### config.mk
export PLATFORM = sky130hd
export DESIGN_NAME = serial_cpu_top
export DESIGN_NICKNAME = d
export VERILOG_FILES = /design/src/serial_cpu_pkg.sv /design/src/serial_cpu_control.sv /design/src/serial_cpu_fetch.sv /design/src/serial_cpu_operands.sv /design/src/serial_cpu_execute.sv /design/src/serial_cpu_top.sv
export VERILOG_INCLUDE_DIRS = /design/src /design/src/src
export SDC_FILE = /design/constraint.sdc
export NUM_CORES = 1
export LEC_CHECK = 0
export ABC_AREA = 1
export ABC_CLOCK_PERIOD_IN_PS = 4600
export BUFFER_PORTS_ARGS = -buffer_cell sky130_fd_sc_hd__buf_2
export CORE_MARGIN = 10
export CORE_UTILIZATION = 60
export DETAILED_ROUTE_END_ITERATION = 10
export GPL_TIMING_DRIVEN = 1
export PLACE_DENSITY = 0.81
export SLEW_MARGIN = 20
export SYNTH_ARGS = -nofsm -noshare
export SYNTH_HDL_FRONTEND = slang
export SYNTH_SLANG_ARGS = --single-unit
### constraint.sdc
create_clock -name clk -period 4.6 [get_ports clk]
set_clock_uncertainty 0.2 [all_clocks]
set_input_delay 0.69 -clock clk [delete_from_list [all_inputs] [get_ports clk]]
set_output_delay 0.69 -clock clk [all_outputs]
set_load 0.005 [all_outputs]
### src/serial_cpu_macros.svh
// width and start address constants of the serial byte-bus cpu core
`ifndef SERIAL_CPU_MACROS_SVH
`define SERIAL_CPU_MACROS_SVH

// --------------------
// data path widths
// --------------------
// general register and instruction width
`define SC_WORD_W 16
// one transfer on the instruction or data bus
`define SC_BYTE_W 8
// word address of the program counter
`define SC_PC_W 8

// --------------------
// register file and program start
// --------------------
`define SC_NUM_GR 4
// first program word, byte address 32
`define SC_DEFAULT_PC 16

`endif

### src/serial_cpu_pkg.sv
// shared data types, opcodes and state encoding of the serial cpu core
`include "serial_cpu_macros.svh"

package serial_cpu_pkg;

    // --------------------
    // vector types
    // --------------------
    typedef logic [`SC_WORD_W-1:0] word_t;
    typedef logic [`SC_BYTE_W-1:0] byte_t;
    typedef logic [`SC_PC_W-1:0] pc_t;
    // word address with the byte select bit appended
    typedef logic [`SC_PC_W:0] byte_addr_t;
    typedef logic [$clog2(`SC_NUM_GR)-1:0] reg_idx_t;

    // --------------------
    // instruction set
    // --------------------
    typedef enum logic [4:0] {
        NOP   = 5'd0,
        HALT  = 5'd1,
        LOAD  = 5'd2,
        STORE = 5'd3,
        LDIH  = 5'd4,
        ADD   = 5'd8,
        ADDI  = 5'd9,
        SUB   = 5'd10,
        SUBI  = 5'd11,
        CMP   = 5'd12,
        AND   = 5'd13,
        OR    = 5'd14,
        XOR   = 5'd15,
        SET   = 5'd16,
        LIOA  = 5'd20,
        LIOB  = 5'd21,
        LIOS  = 5'd22,
        JUMP  = 5'd24,
        JMPR  = 5'd25,
        BZ    = 5'd26,
        BNZ   = 5'd27,
        BN    = 5'd28,
        BNN   = 5'd29
    } opcode_e;

    // gray-like walk through the eight instruction states
    typedef enum logic [3:0] {
        IDLE = 4'b0000,
        IF   = 4'b0001,
        IF2  = 4'b0011,
        ID   = 4'b0010,
        EX   = 4'b0110,
        EX2  = 4'b0100,
        MEM  = 4'b0101,
        MEM2 = 4'b0111,
        WB   = 4'b1111
    } cpu_state_e;

    // f2 and f3 are register numbers or immediate nibbles
    typedef struct packed {
        opcode_e    op;
        logic [2:0] r1;
        logic [3:0] f2;
        logic [3:0] f3;
    } instr_t;

    typedef struct packed {
        logic zf;
        logic nf;
    } flags_t;

endpackage

### src/serial_cpu_control.sv
// state sequencer of the serial cpu with byte select and halt pulse
`timescale 1ns/1ns

module serial_cpu_control
    import serial_cpu_pkg::*;
(
    input  logic       clk,
    input  logic       rst_n,
    input  logic       start,
    input  opcode_e    op,
    input  pc_t        pc,
    output cpu_state_e state,
    output logic       lowest_bit,
    output logic       nxt
);

    cpu_state_e next_state;
    logic       last_word;

    // pc sits on the top word of program memory
    assign last_word = (pc == '1);

    // --------------------
    // state register
    // --------------------
    always_ff @(posedge clk or negedge rst_n)
    begin
        if (!rst_n)
        begin
            state      <= IDLE;
            lowest_bit <= 1'b0;
        end
        else
        begin
            state <= next_state;
            // odd byte in IF2, MEM and WB, even byte elsewhere
            lowest_bit <= (next_state == IF2) || (next_state == MEM) || (next_state == WB);
        end
    end

    // --------------------
    // next state
    // --------------------
    always_comb
    begin
        case (state)
            IDLE:    next_state = start ? IF : IDLE;
            IF:      next_state = IF2;
            IF2:     next_state = ID;
            ID:      next_state = EX;
            EX:      next_state = EX2;
            EX2:     next_state = MEM;
            MEM:     next_state = MEM2;
            MEM2:    next_state = WB;
            // run ends on halt or at the last word
            WB:      next_state = ((op == HALT) || last_word) ? IDLE : IF;
            default: next_state = IDLE;
        endcase
    end

    // single cycle done pulse while halt sits in WB
    assign nxt = (state == WB) && (op == HALT);

endmodule

### src/serial_cpu_fetch.sv
// instruction register assembly from two bus bytes and program counter update
`timescale 1ns/1ns
`include "serial_cpu_macros.svh"

module serial_cpu_fetch
    import serial_cpu_pkg::*;
(
    input  logic       clk,
    input  logic       rst_n,
    input  cpu_state_e state,
    input  byte_t      i_datain,
    input  logic       branch_taken,
    input  word_t      reg_c,
    output instr_t     ir,
    output pc_t        pc
);

    logic last_word;

    assign last_word = (pc == '1);

    // --------------------
    // instruction register
    // --------------------
    // low byte in IF, high byte in IF2
    always_ff @(posedge clk or negedge rst_n)
    begin
        if (!rst_n)
            ir <= '{op: NOP, default: '0};
        else if (state == IF)
            ir <= instr_t'({ir[`SC_WORD_W-1:`SC_BYTE_W], i_datain});
        else if (state == IF2)
            ir <= instr_t'({i_datain, ir[`SC_BYTE_W-1:0]});
    end

    // --------------------
    // program counter
    // --------------------
    always_ff @(posedge clk or negedge rst_n)
    begin
        if (!rst_n)
            pc <= pc_t'(`SC_DEFAULT_PC);
        else if (state == WB)
        begin
            // taken branch wins over the wrap
            if (branch_taken)
                pc <= reg_c[`SC_PC_W-1:0];
            else if (last_word)
                pc <= pc_t'(`SC_DEFAULT_PC);
            else
                pc <= pc + 1'b1;
        end
    end

endmodule

### src/serial_cpu_operands.sv
// general register file with operand selection, store data and write-back
`timescale 1ns/1ns
`include "serial_cpu_macros.svh"

module serial_cpu_operands
    import serial_cpu_pkg::*;
(
    input  logic       clk,
    input  logic       rst_n,
    input  cpu_state_e state,
    input  instr_t     ir,
    input  word_t      reg_c,
    input  byte_t      d_datain,
    output word_t      reg_a,
    output word_t      reg_b,
    output word_t      smdr,
    output word_t      gr1,
    output word_t      gr2,
    output word_t      gr3
);

    word_t    gr [`SC_NUM_GR];
    reg_idx_t idx1;
    reg_idx_t idx2;
    reg_idx_t idx3;
    word_t    imm_lo;
    word_t    imm_hi;
    logic     writes_reg;

    // register numbers sit in the low bits of each field
    assign idx1 = ir.r1[1:0];
    assign idx2 = ir.f2[1:0];
    assign idx3 = ir.f3[1:0];

    // val2 and val3 as one byte, low or high half
    assign imm_lo = word_t'({ir.f2, ir.f3});
    assign imm_hi = {ir.f2, ir.f3, {`SC_BYTE_W{1'b0}}};

    // results that land in gr[r1] during WB
    assign writes_reg = ir.op inside {LDIH, ADD, ADDI, SUB, SUBI, AND, OR, XOR, SET,
                                      LIOA, LIOB, LIOS};

    // --------------------
    // operand read in ID
    // --------------------
    always_ff @(posedge clk or negedge rst_n)
    begin
        if (!rst_n)
        begin
            reg_a <= '0;
            reg_b <= '0;
            smdr  <= '0;
        end
        else if (state == ID)
        begin
            if (ir.op == STORE)
                smdr <= gr[idx1];

            // first alu operand
            case (ir.op)
                JUMP:
                    reg_a <= '0;
                LDIH, ADDI, SUBI, JMPR, BZ, BNZ, BN, BNN, SET:
                    reg_a <= gr[idx1];
                LOAD, STORE, ADD, SUB, CMP, AND, OR, XOR:
                    reg_a <= gr[idx2];
                default:
                    reg_a <= reg_a;
            endcase

            // second alu operand, immediate or register
            case (ir.op)
                LOAD, STORE:
                    reg_b <= word_t'(ir.f3);
                ADDI, SUBI, JUMP, JMPR, BZ, BNZ, BN, BNN, SET:
                    reg_b <= imm_lo;
                LDIH:
                    reg_b <= imm_hi;
                ADD, SUB, CMP, AND, OR, XOR:
                    reg_b <= gr[idx3];
                default:
                    reg_b <= reg_b;
            endcase
        end
    end

    // --------------------
    // write-back
    // --------------------
    always_ff @(posedge clk or negedge rst_n)
    begin
        if (!rst_n)
            gr <= '{default: '0};
        else if ((state == MEM2) && (ir.op == LOAD))
            // even byte first
            gr[idx1][`SC_BYTE_W-1:0] <= d_datain;
        else if (state == WB)
        begin
            if (ir.op == LOAD)
                gr[idx1][`SC_WORD_W-1:`SC_BYTE_W] <= d_datain;
            else if (writes_reg)
                gr[idx1] <= reg_c;
        end
    end

    // registers 1 to 3 go out on the io ports
    assign gr1 = gr[1];
    assign gr2 = gr[2];
    assign gr3 = gr[3];

endmodule

### src/serial_cpu_execute.sv
// alu, result register, flags, branch decision and data bus drive
`timescale 1ns/1ns
`include "serial_cpu_macros.svh"

module serial_cpu_execute
    import serial_cpu_pkg::*;
(
    input  logic       clk,
    input  logic       rst_n,
    input  cpu_state_e state,
    input  instr_t     ir,
    input  word_t      reg_a,
    input  word_t      reg_b,
    input  word_t      smdr,
    input  logic       lowest_bit,
    input  word_t      io_status,
    input  word_t      io_datain_a,
    input  word_t      io_datain_b,
    output word_t      reg_c,
    output logic       branch_taken,
    output byte_addr_t d_addr,
    output logic       d_we,
    output byte_t      d_dataout
);

    word_t  alu_out;
    flags_t flags;
    logic   flag_update;

    // --------------------
    // alu
    // --------------------
    always_comb
    begin
        case (ir.op)
            AND:            alu_out = reg_a & reg_b;
            OR:             alu_out = reg_a | reg_b;
            XOR:            alu_out = reg_a ^ reg_b;
            SET:            alu_out = reg_b;
            SUB, SUBI, CMP: alu_out = reg_a - reg_b;
            // also address and branch target sums
            default:        alu_out = reg_a + reg_b;
        endcase
    end

    // ops that touch zf and nf
    assign flag_update = ir.op inside {LDIH, ADD, ADDI, SUB, SUBI, CMP, AND, OR, XOR};

    // --------------------
    // result and flags in EX
    // --------------------
    always_ff @(posedge clk or negedge rst_n)
    begin
        if (!rst_n)
        begin
            reg_c <= '0;
            flags <= '0;
        end
        else if (state == EX)
        begin
            case (ir.op)
                LIOA:    reg_c <= io_datain_a;
                LIOB:    reg_c <= io_datain_b;
                LIOS:    reg_c <= io_status;
                default: reg_c <= alu_out;
            endcase

            if (flag_update)
            begin
                flags.zf <= (alu_out == '0);
                flags.nf <= alu_out[`SC_WORD_W-1];
            end
        end
    end

    // write strobe covers EX2 and MEM of a store
    always_ff @(posedge clk or negedge rst_n)
    begin
        if (!rst_n)
            d_we <= 1'b0;
        else
            d_we <= ((state == EX) || (state == EX2)) && (ir.op == STORE);
    end

    // --------------------
    // branch decision
    // --------------------
    always_comb
    begin
        case (ir.op)
            JUMP, JMPR: branch_taken = 1'b1;
            BZ:         branch_taken = flags.zf;
            BNZ:        branch_taken = !flags.zf;
            BN:         branch_taken = flags.nf;
            BNN:        branch_taken = !flags.nf;
            default:    branch_taken = 1'b0;
        endcase
    end

    // data word address from reg_c, low byte at the even address
    assign d_addr    = {reg_c[`SC_PC_W-1:0], lowest_bit};
    assign d_dataout = lowest_bit ? smdr[`SC_WORD_W-1:`SC_BYTE_W] : smdr[`SC_BYTE_W-1:0];

endmodule

### src/serial_cpu_top.sv
// top level of the serial byte-bus cpu core joining the four units
`timescale 1ns/1ns

module serial_cpu_top
    import serial_cpu_pkg::*;
(
    input  logic       clk,
    input  logic       rst_n,
    input  logic       start,
    input  byte_t      i_datain,
    input  byte_t      d_datain,
    input  word_t      io_status,
    input  word_t      io_datain_a,
    input  word_t      io_datain_b,
    output logic       nxt,
    output byte_addr_t i_addr,
    output byte_addr_t d_addr,
    output logic       d_we,
    output byte_t      d_dataout,
    output word_t      io_control,
    output word_t      io_dataout_a,
    output word_t      io_dataout_b
);

    cpu_state_e state;
    logic       lowest_bit;
    instr_t     ir;
    pc_t        pc;
    word_t      reg_a;
    word_t      reg_b;
    word_t      smdr;
    word_t      reg_c;
    logic       branch_taken;

    // instruction byte address
    assign i_addr = {pc, lowest_bit};

    serial_cpu_control u_control (
        .clk        (clk),
        .rst_n      (rst_n),
        .start      (start),
        .op         (ir.op),
        .pc         (pc),
        .state      (state),
        .lowest_bit (lowest_bit),
        .nxt        (nxt)
    );

    serial_cpu_fetch u_fetch (
        .clk          (clk),
        .rst_n        (rst_n),
        .state        (state),
        .i_datain     (i_datain),
        .branch_taken (branch_taken),
        .reg_c        (reg_c),
        .ir           (ir),
        .pc           (pc)
    );

    // gr1 to gr3 drive the io outputs directly
    serial_cpu_operands u_operands (
        .clk      (clk),
        .rst_n    (rst_n),
        .state    (state),
        .ir       (ir),
        .reg_c    (reg_c),
        .d_datain (d_datain),
        .reg_a    (reg_a),
        .reg_b    (reg_b),
        .smdr     (smdr),
        .gr1      (io_control),
        .gr2      (io_dataout_a),
        .gr3      (io_dataout_b)
    );

    serial_cpu_execute u_execute (
        .clk          (clk),
        .rst_n        (rst_n),
        .state        (state),
        .ir           (ir),
        .reg_a        (reg_a),
        .reg_b        (reg_b),
        .smdr         (smdr),
        .lowest_bit   (lowest_bit),
        .io_status    (io_status),
        .io_datain_a  (io_datain_a),
        .io_datain_b  (io_datain_b),
        .reg_c        (reg_c),
        .branch_taken (branch_taken),
        .d_addr       (d_addr),
        .d_we         (d_we),
        .d_dataout    (d_dataout)
    );

endmodule

# Word level (Yosys, flattened, before mapping)
# Index checks and enable logic that the tools add are counted.
op_classes:
  eq_ne: 34
  mux: 34
  bitwise_logic: 7
  reduce_logical: 31
  n_addsub: 3
  n_lt_le_gt_ge: 4
ops:
  columns: ["operator", "n"]
  rows:
  - ["64-bit two-way mux", 4]
  - ["64-bit bitwise mux", 3]
  - ["16-bit two-way mux", 8]
  - ["16-bit binary-select mux with 2-bit select", 3]
  - ["16-bit demux with 2-bit select", 3]
  - ["16-bit case mux with 3 select lines", 2]
  - ["16-bit case mux with 5 select lines", 1]
  - ["16-bit case mux with 4 select lines", 1]
  - ["5-bit == test (second input constant)", 10]
  - ["5-bit by 4-bit == test with 1-bit output (second input constant)", 8]
  - ["8-bit two-way mux", 5]
  - ["4-bit case mux with 9 select lines", 1]
  - ["4-bit by 3-bit == test with 1-bit output (second input constant)", 5]
  - ["9-bit OR reduction", 2]
  - ["16-bit adder", 1]
  - ["16-bit bitwise AND", 1]
  - ["16-bit zero test", 1]
  - ["16-bit OR", 1]
  - ["16-bit subtractor", 1]
  - ["16-bit XOR", 1]
  - ["4-bit by 2-bit == test with 1-bit output (second input constant)", 3]
  - ["2-bit AND reduction", 6]
  - ["12-bit nonzero test", 1]
  - ["5-bit by 2-bit == test with 1-bit output (second input constant)", 2]
  - ["24 further kinds", 39]
totals:
  wordCells: 131
  register_bits: 160

# Logic depth before layout (Yosys ltp)
depth:
  depth_word: 10
  depth_mapped: 24

# Modules after synthesis
# From an unflattened synthesis, not the netlist that was laid out.
hier_totals:
  cells_unflattened: 1832
  area_unflattened_um2: 12562.0
by_module_without_submodules:
  columns: ["module", "seq_area_each_um2", "area_each_um2", "n_inst", "cells_per_inst"]
  rows:
  - ["serial_cpu_operands", 2802.7, 7284.5, 1, 1013]
  - ["serial_cpu_execute", 475.5, 3778.6, 1, 635]
  - ["serial_cpu_fetch", 601.8, 1202.4, 1, 141]
  - ["serial_cpu_control", 125.1, 289.0, 1, 42]
  - ["serial_cpu_top", 0.0, 7.5, 1, 1]

# Least setup slack after synthesis
# No wires, ideal clock.
synth_timing:
  path_type: "reg-to-reg"
  from: "register u_fetch.ir[15] (netlist name)"
  to: "register u_execute.reg_c[15]"
  setup_ns: 0.130
  path_slack_ns: 1.463
  required_ns: 4.270
  period_less_slack_ns: 3.137
  arrival_ns: 2.807
  path_buffers: 0
  path_stages_with_launch: 23
  path_cell_list: "dfrtp_1 > inv_2 > nand3_1 > nor2_1 > nor2_2 > clkinv_1 > nor2_1 > xor2_1 > inv_1 > ha_1 > nand2_1 > inv_1 > nand2_1 > nor3_1 > nand2_1 > nand3_1 > inv_1 > nand2_1 > nand2_1 > nand2_1 > nand2_1 > o21ai_0 > o21ai_0"
synth_between:
  elab_chain_len: 4
synth_rtl:
  columns: ["element", "line_no", "text"]
  rows:
  - ["5-bit by 4-bit == test with 1-bit output", "serial_cpu_execute.sv:35", "case (ir.op)"]
  - ["3-bit OR reduction", "serial_cpu_execute.sv:35", null]
  - ["16-bit case mux with 5 select lines", "serial_cpu_execute.sv:35", null]
  - ["16-bit case mux with 3 select lines (*)", "serial_cpu_execute.sv:61", "case (ir.op)"]
  - ["end signal: assignment", "serial_cpu_execute.sv:62", "LIOA: reg_c <= io_datain_a;"]
  - ["end signal: assignment", "serial_cpu_execute.sv:63", "LIOB: reg_c <= io_datain_b;"]
  - ["end signal: assignment", "serial_cpu_execute.sv:64", "LIOS: reg_c <= io_status;"]
  - ["end: declaration", "serial_cpu_execute.sv:19", "output word_t reg_c,"]
# Every way passes the cells marked *; elsewhere a longest branch is shown, timed or not.
# A chain may end at the register's enable or synchronous reset.

# Worst setup path after layout
layout_timing:
  from: "register u_fetch.ir[15] (netlist name)"
  to: "register u_execute.reg_c[5]"
layout_between:
  elab_chain_len: 4
layout_rtl:
  columns: ["element", "line_no"]
  rows:
  - ["5-bit by 4-bit == test with 1-bit output", "serial_cpu_execute.sv:35"]
  - ["3-bit OR reduction", "serial_cpu_execute.sv:35"]
  - ["16-bit case mux with 5 select lines", "serial_cpu_execute.sv:35"]
  - ["16-bit case mux with 3 select lines (*)", "serial_cpu_execute.sv:61"]
# Marked as above.

==> metrics.txt <==
# TYPE chip_impl_metric gauge
chip_impl_metric{name="grt_max_degree",unit=""} 104
chip_impl_metric{name="synth_area_per_cell",unit="sq um"} 7.05
chip_impl_metric{name="synthDistinctLibCells",unit=""} 50
chip_impl_info{name="post_synth_main_area_contributors",value="sky130_fd_sc_hd__dfrtp_1 34%, sky130_fd_sc_hd__nand2_1 11%, sky130_fd_sc_hd__o21ai_0 8.0%, sky130_fd_sc_hd__inv_1 6.7%, sky130_fd_sc_hd__a21oi_1 6.2%"} 1
chip_impl_metric{name="period_needed",unit="ns"} 3.98
chip_impl_metric{name="first_global_vias",unit=""} 11200
chip_impl_metric{name="first_pass_grt_wire_length",unit="mm"} 61.5
chip_impl_info{name="crit_path_start_kind",value="flop"} 1
chip_impl_metric{name="io_pins",unit=""} 143
chip_impl_info{name="tritoncts",value="built"} 1
chip_impl_metric{name="setup-tns-final",unit="ns"} 0
chip_impl_metric{name="post-place-cells",unit=""} 1944
chip_impl_metric{name="detail_route.wirelength",unit="mm"} 39.0
chip_impl_metric{name="crit_path_max_fanout",unit=""} 15
chip_impl_info{name="root_buffer",value="sky130_fd_sc_hd__clkbuf_16"} 1
chip_impl_metric{name="leakagePower",unit="nW"} 6.39
chip_impl_metric{name="cts_post_setup_buffers_inserted",unit=""} 0
chip_impl_metric{name="detail_route.vias_per_cell",unit=""} 6.00
chip_impl_metric{name="power.density",unit="mW/mm^2"} 833
chip_impl_metric{name="die_height",unit="microns"} 159
chip_impl_metric{name="min_period_over_period",unit=""} 0.865
chip_impl_metric{name="ant_nets",unit=""} 0
chip_impl_metric{name="post-dp-hpwl",unit="mm"} 29.5
chip_impl_metric{name="routed-via-count",unit=""} 11900
chip_impl_info{name="synth-main-ff-cell",value="sky130_fd_sc_hd__dfrtp_1"} 1
chip_impl_metric{name="groute.usage.overall",unit=""} 0.300
chip_impl_info{name="critPathCaptureType",value="flop"} 1
chip_impl_metric{name="initial_antenna_violation_count",unit=""} 0
chip_impl_metric{name="clkLatencyLatePin",unit="ns"} 0.45
chip_impl_metric{name="areaGrowthSynthToFinish",unit="%"} 8.80
chip_impl_metric{name="ratio_of_cells_with_drive_above_1_in_the_final_layout",unit=""} 0.140
chip_impl_info{name="timing.hold.worst.class",value="in2async"} 1
chip_impl_metric{name="cpPeakStageDelay",unit="ns"} 0.67
chip_impl_metric{name="io_buffers",unit=""} 142
chip_impl_metric{name="final-hold-violation-count",unit=""} 0
chip_impl_info{name="path_class",value="reg2reg"} 1
chip_impl_metric{name="synth_enable_flop_cells",unit=""} 0
chip_impl_metric{name="row_count",unit=""} 50
chip_impl_info{name="synth_commonest_cells",value="332 x sky130_fd_sc_hd__nand2_1, 208 x sky130_fd_sc_hd__inv_1, 185 x sky130_fd_sc_hd__o21ai_0"} 1
chip_impl_metric{name="synth_top_area_share",unit=""} 0.340
chip_impl_metric{name="timing.max_slew.rel_slack",unit=""} 0.227
chip_impl_metric{name="worst_ep_arrival_time",unit="ns"} 4.08
chip_impl_metric{name="clk_pin_slew",unit="ns"} 0.07
chip_impl_metric{name="number_of_design_rule_violations_left_by_the_first_detailed_router_iteration",unit=""} 1267
chip_impl_metric{name="diodes",unit=""} 0
chip_impl_metric{name="peakVddDrop",unit="mV"} 0.470
chip_impl_metric{name="ys_warn_count",unit=""} 0
chip_impl_metric{name="fin_worst_hold_slack",unit="ns"} 0.139
chip_impl_info{name="status",value="finished clean"} 1
chip_impl_metric{name="grt_overflow",unit=""} 0
chip_impl_info{name="rsz0062_at_grt",value="no"} 1
chip_impl_metric{name="initial_core_util",unit=""} 0.615
chip_impl_metric{name="synth_async_sr_flop_share",unit=""} 1.00
chip_impl_metric{name="synth_fp_nets",unit=""} 1766
chip_impl_metric{name="floorplan.die_area",unit="sq mm"} 0.0253
chip_impl_metric{name="gpl.final_weighted_congestion",unit=""} 0.988
chip_impl_info{name="synth_largest_area_cell",value="sky130_fd_sc_hd__dfrtp_1"} 1
chip_impl_metric{name="ctsHtreeMaxLevel",unit=""} 4
chip_impl_metric{name="final-setup-viol-count",unit=""} 0
chip_impl_metric{name="final_core_util",unit=""} 0.669
chip_impl_metric{name="ys_ff_latch",unit=""} 159
chip_impl_metric{name="post_cts.resized_instances",unit=""} 0
chip_impl_metric{name="synth_seq_area_share",unit=""} 0.343
chip_impl_metric{name="core_area",unit="sq mm"} 0.0189
chip_impl_metric{name="drt_first_pass_iters",unit=""} 6
chip_impl_metric{name="achievable-frequency",unit="GHz"} 0.251
chip_impl_metric{name="clk_path_buf_depth",unit=""} 2
chip_impl_info{name="cp_common_cell",value="sky130_fd_sc_hd__nand2_1"} 1
chip_impl_metric{name="multiInputGateArea",unit="sq mm"} 0.00607
chip_impl_metric{name="drcViolationCount",unit=""} 0
chip_impl_metric{name="synthCells",unit=""} 1649
chip_impl_metric{name="tightest_slew",unit="ns"} 1.15
chip_impl_metric{name="sequential_cell_area",unit="sq mm"} 0.00398
chip_impl_metric{name="crit_required",unit="ns"} 4.70
chip_impl_metric{name="syn_area",unit="sq mm"} 0.0116
chip_impl_metric{name="hold_buffers",unit=""} 0
chip_impl_metric{name="stdcell_count",unit=""} 1976
chip_impl_info{name="path_cells",value="inv_2 -> nand3_1 -> nor2_1 -> nor2_2 -> clkinv_1 -> nor2_1 -> xor2_1 -> ha_1 -> a21oi_1 -> nand2_1 -> nand2_1 -> nand2_1 -> nand2_1 -> nand2_1 -> nand2_1 -> nand2_1 -> o21ai_0 -> o21ai_0"} 1
chip_impl_metric{name="wl_per_cell",unit="microns"} 19.8
chip_impl_info{name="critPathSlowestCell",value="sky130_fd_sc_hd__dfrtp_1"} 1
chip_impl_info{name="post-synth-top-count-cell",value="sky130_fd_sc_hd__nand2_1"} 1
chip_impl_metric{name="nFillCells",unit=""} 1660
chip_impl_metric{name="cts_buffers",unit=""} 17
chip_impl_metric{name="tritoncts_num_sinks",unit=""} 159
chip_impl_metric{name="final_nets",unit=""} 1820
chip_impl_metric{name="slew_viol_final",unit=""} 0
chip_impl_metric{name="dieWidth",unit="microns"} 159
chip_impl_metric{name="timing.max_cap.violations",unit=""} 0
[power breakdown]
part	total, mW	leakage, nW	switching (mW)	internal [mW]
Combinational	6.46	4.27	4.42	2.04
Clock	1.48	0.292	0.638	0.842
Sequential	2.60	1.83	0.651	1.94
[registers in the layout (all words and copies together), names as in the netlist]
register	flops
u_control.lowest_bit	1
u_control.state	4
u_execute.d_we	1
u_execute.flags	2
u_execute.reg_c	16
u_fetch.ir	15
u_fetch.pc	8
u_operands.gr	16
u_operands.gr1	16
u_operands.gr2	16
u_operands.gr3	16
u_operands.reg_a	16
u_operands.reg_b	16
u_operands.smdr	16
[worst paths after layout]
| check | cells past startpoint | slack, ns | endpoint | start |
|---|---|---|---|---|
| setup reg to reg | 18 | 0.62 | u_execute.reg_c[5] | u_fetch.ir[15] |
| setup / recovery | 18 | 0.62 | u_execute.reg_c[5] | u_fetch.ir[15] |
| hold reg to reg | 2 | 0.29 | u_fetch.pc[4] | u_fetch.pc[4] |
| max in group asynchronous | 2 | 3.18 | u_operands.gr3[12] | rst_n |
| min in group clk | 2 | 0.29 | u_fetch.pc[4] | u_fetch.pc[4] |
| hold / removal | 1 | 0.14 | u_fetch.pc[3] | rst_n |
[cells by family after synthesis]
kind of cell	after synthesis	synth area share
AO/OA/AOI/OAI	470	0.226
adder cells (fa/ha/maj)	50	0.0545
AND/OR/NAND/NOR	610	0.228
XOR/XNOR	18	0.0136
flip-flops	159	0.343
buffers and inverters	342	0.135
[cell type report]
| class | count | area share |
|---|---|---|
| Multi-Input combinational cell | 1148 | 0.480 |
| Inverter | 222 | 0.0661 |
| Tap cell | 260 | 0.0257 |
| Clock buffer | 20 | 0.0361 |
| Timing Repair Buffer | 155 | 0.0654 |
| Clock inverter | 12 | 0.0116 |
| Sequential cell | 159 | 0.315 |
[metrics by stage]
| stage | area [sq um] | setup slack [ns] | total power [mW] |
|---|---|---|---|
| final | 12600 | 0.621 | 10.5 |
| after global routing | 12600 | 0.203 | 11.3 |
| after CTS | 12600 | 0.673 | 10.4 |
| after detailed placement | 12000 | 0.691 | 8.84 |
| after global placement | 12000 | 0.857 | 8.75 |
| after floorplan | 11600 | 1.46 | 6.93 |
[cells in the final DEF, fill, tap and decap left out, drive strengths merged, types with 2 or more instances in the layout]
cell type / n
clkinv: 6
clkbuf: 20
o22ai: 36
xor2: 17
buf: 155
a211oi: 2
nand2: 340
nor3: 9
a221oi: 7
dfrtp: 158
or2: 3
a21oi: 147
o32ai: 9
nand3: 82
bufinv: 2
o211ai: 6
a31oi: 5
nand4: 7
clkinvlp: 2
o21ai: 225
inv: 224
o2111ai: 6
nand3b: 3
ha: 49
a32oi: 6
a22oi: 18
nor2: 164
[critical path, delay by kind of cell, from the launching register on]
family	cells	cell delay [ns]
xor gates and xnor gates	1	0.16
adders and majority gates	1	0.31
and+or+nand+nor	11	1.30
AOI/OAI and AO/OA	3	0.78
buffers and inverters	2	0.41
DFF	1	0.67
[routing by layer]
| layer | global-route usage | vias to the layer above | routed length (microns) |
|---|---|---|---|
| li1 | - | 5522 | - |
| met4 | 0.136 | 0 | 1880 |
| met2 | 0.482 | 707 | 18000 |
| met1 | 0.374 | 5505 | 15000 |
| met5 | 0 | - | 0 |
| met3 | 0.0754 | 127 | 4140 |
Power figures use the tool's default switching activity.
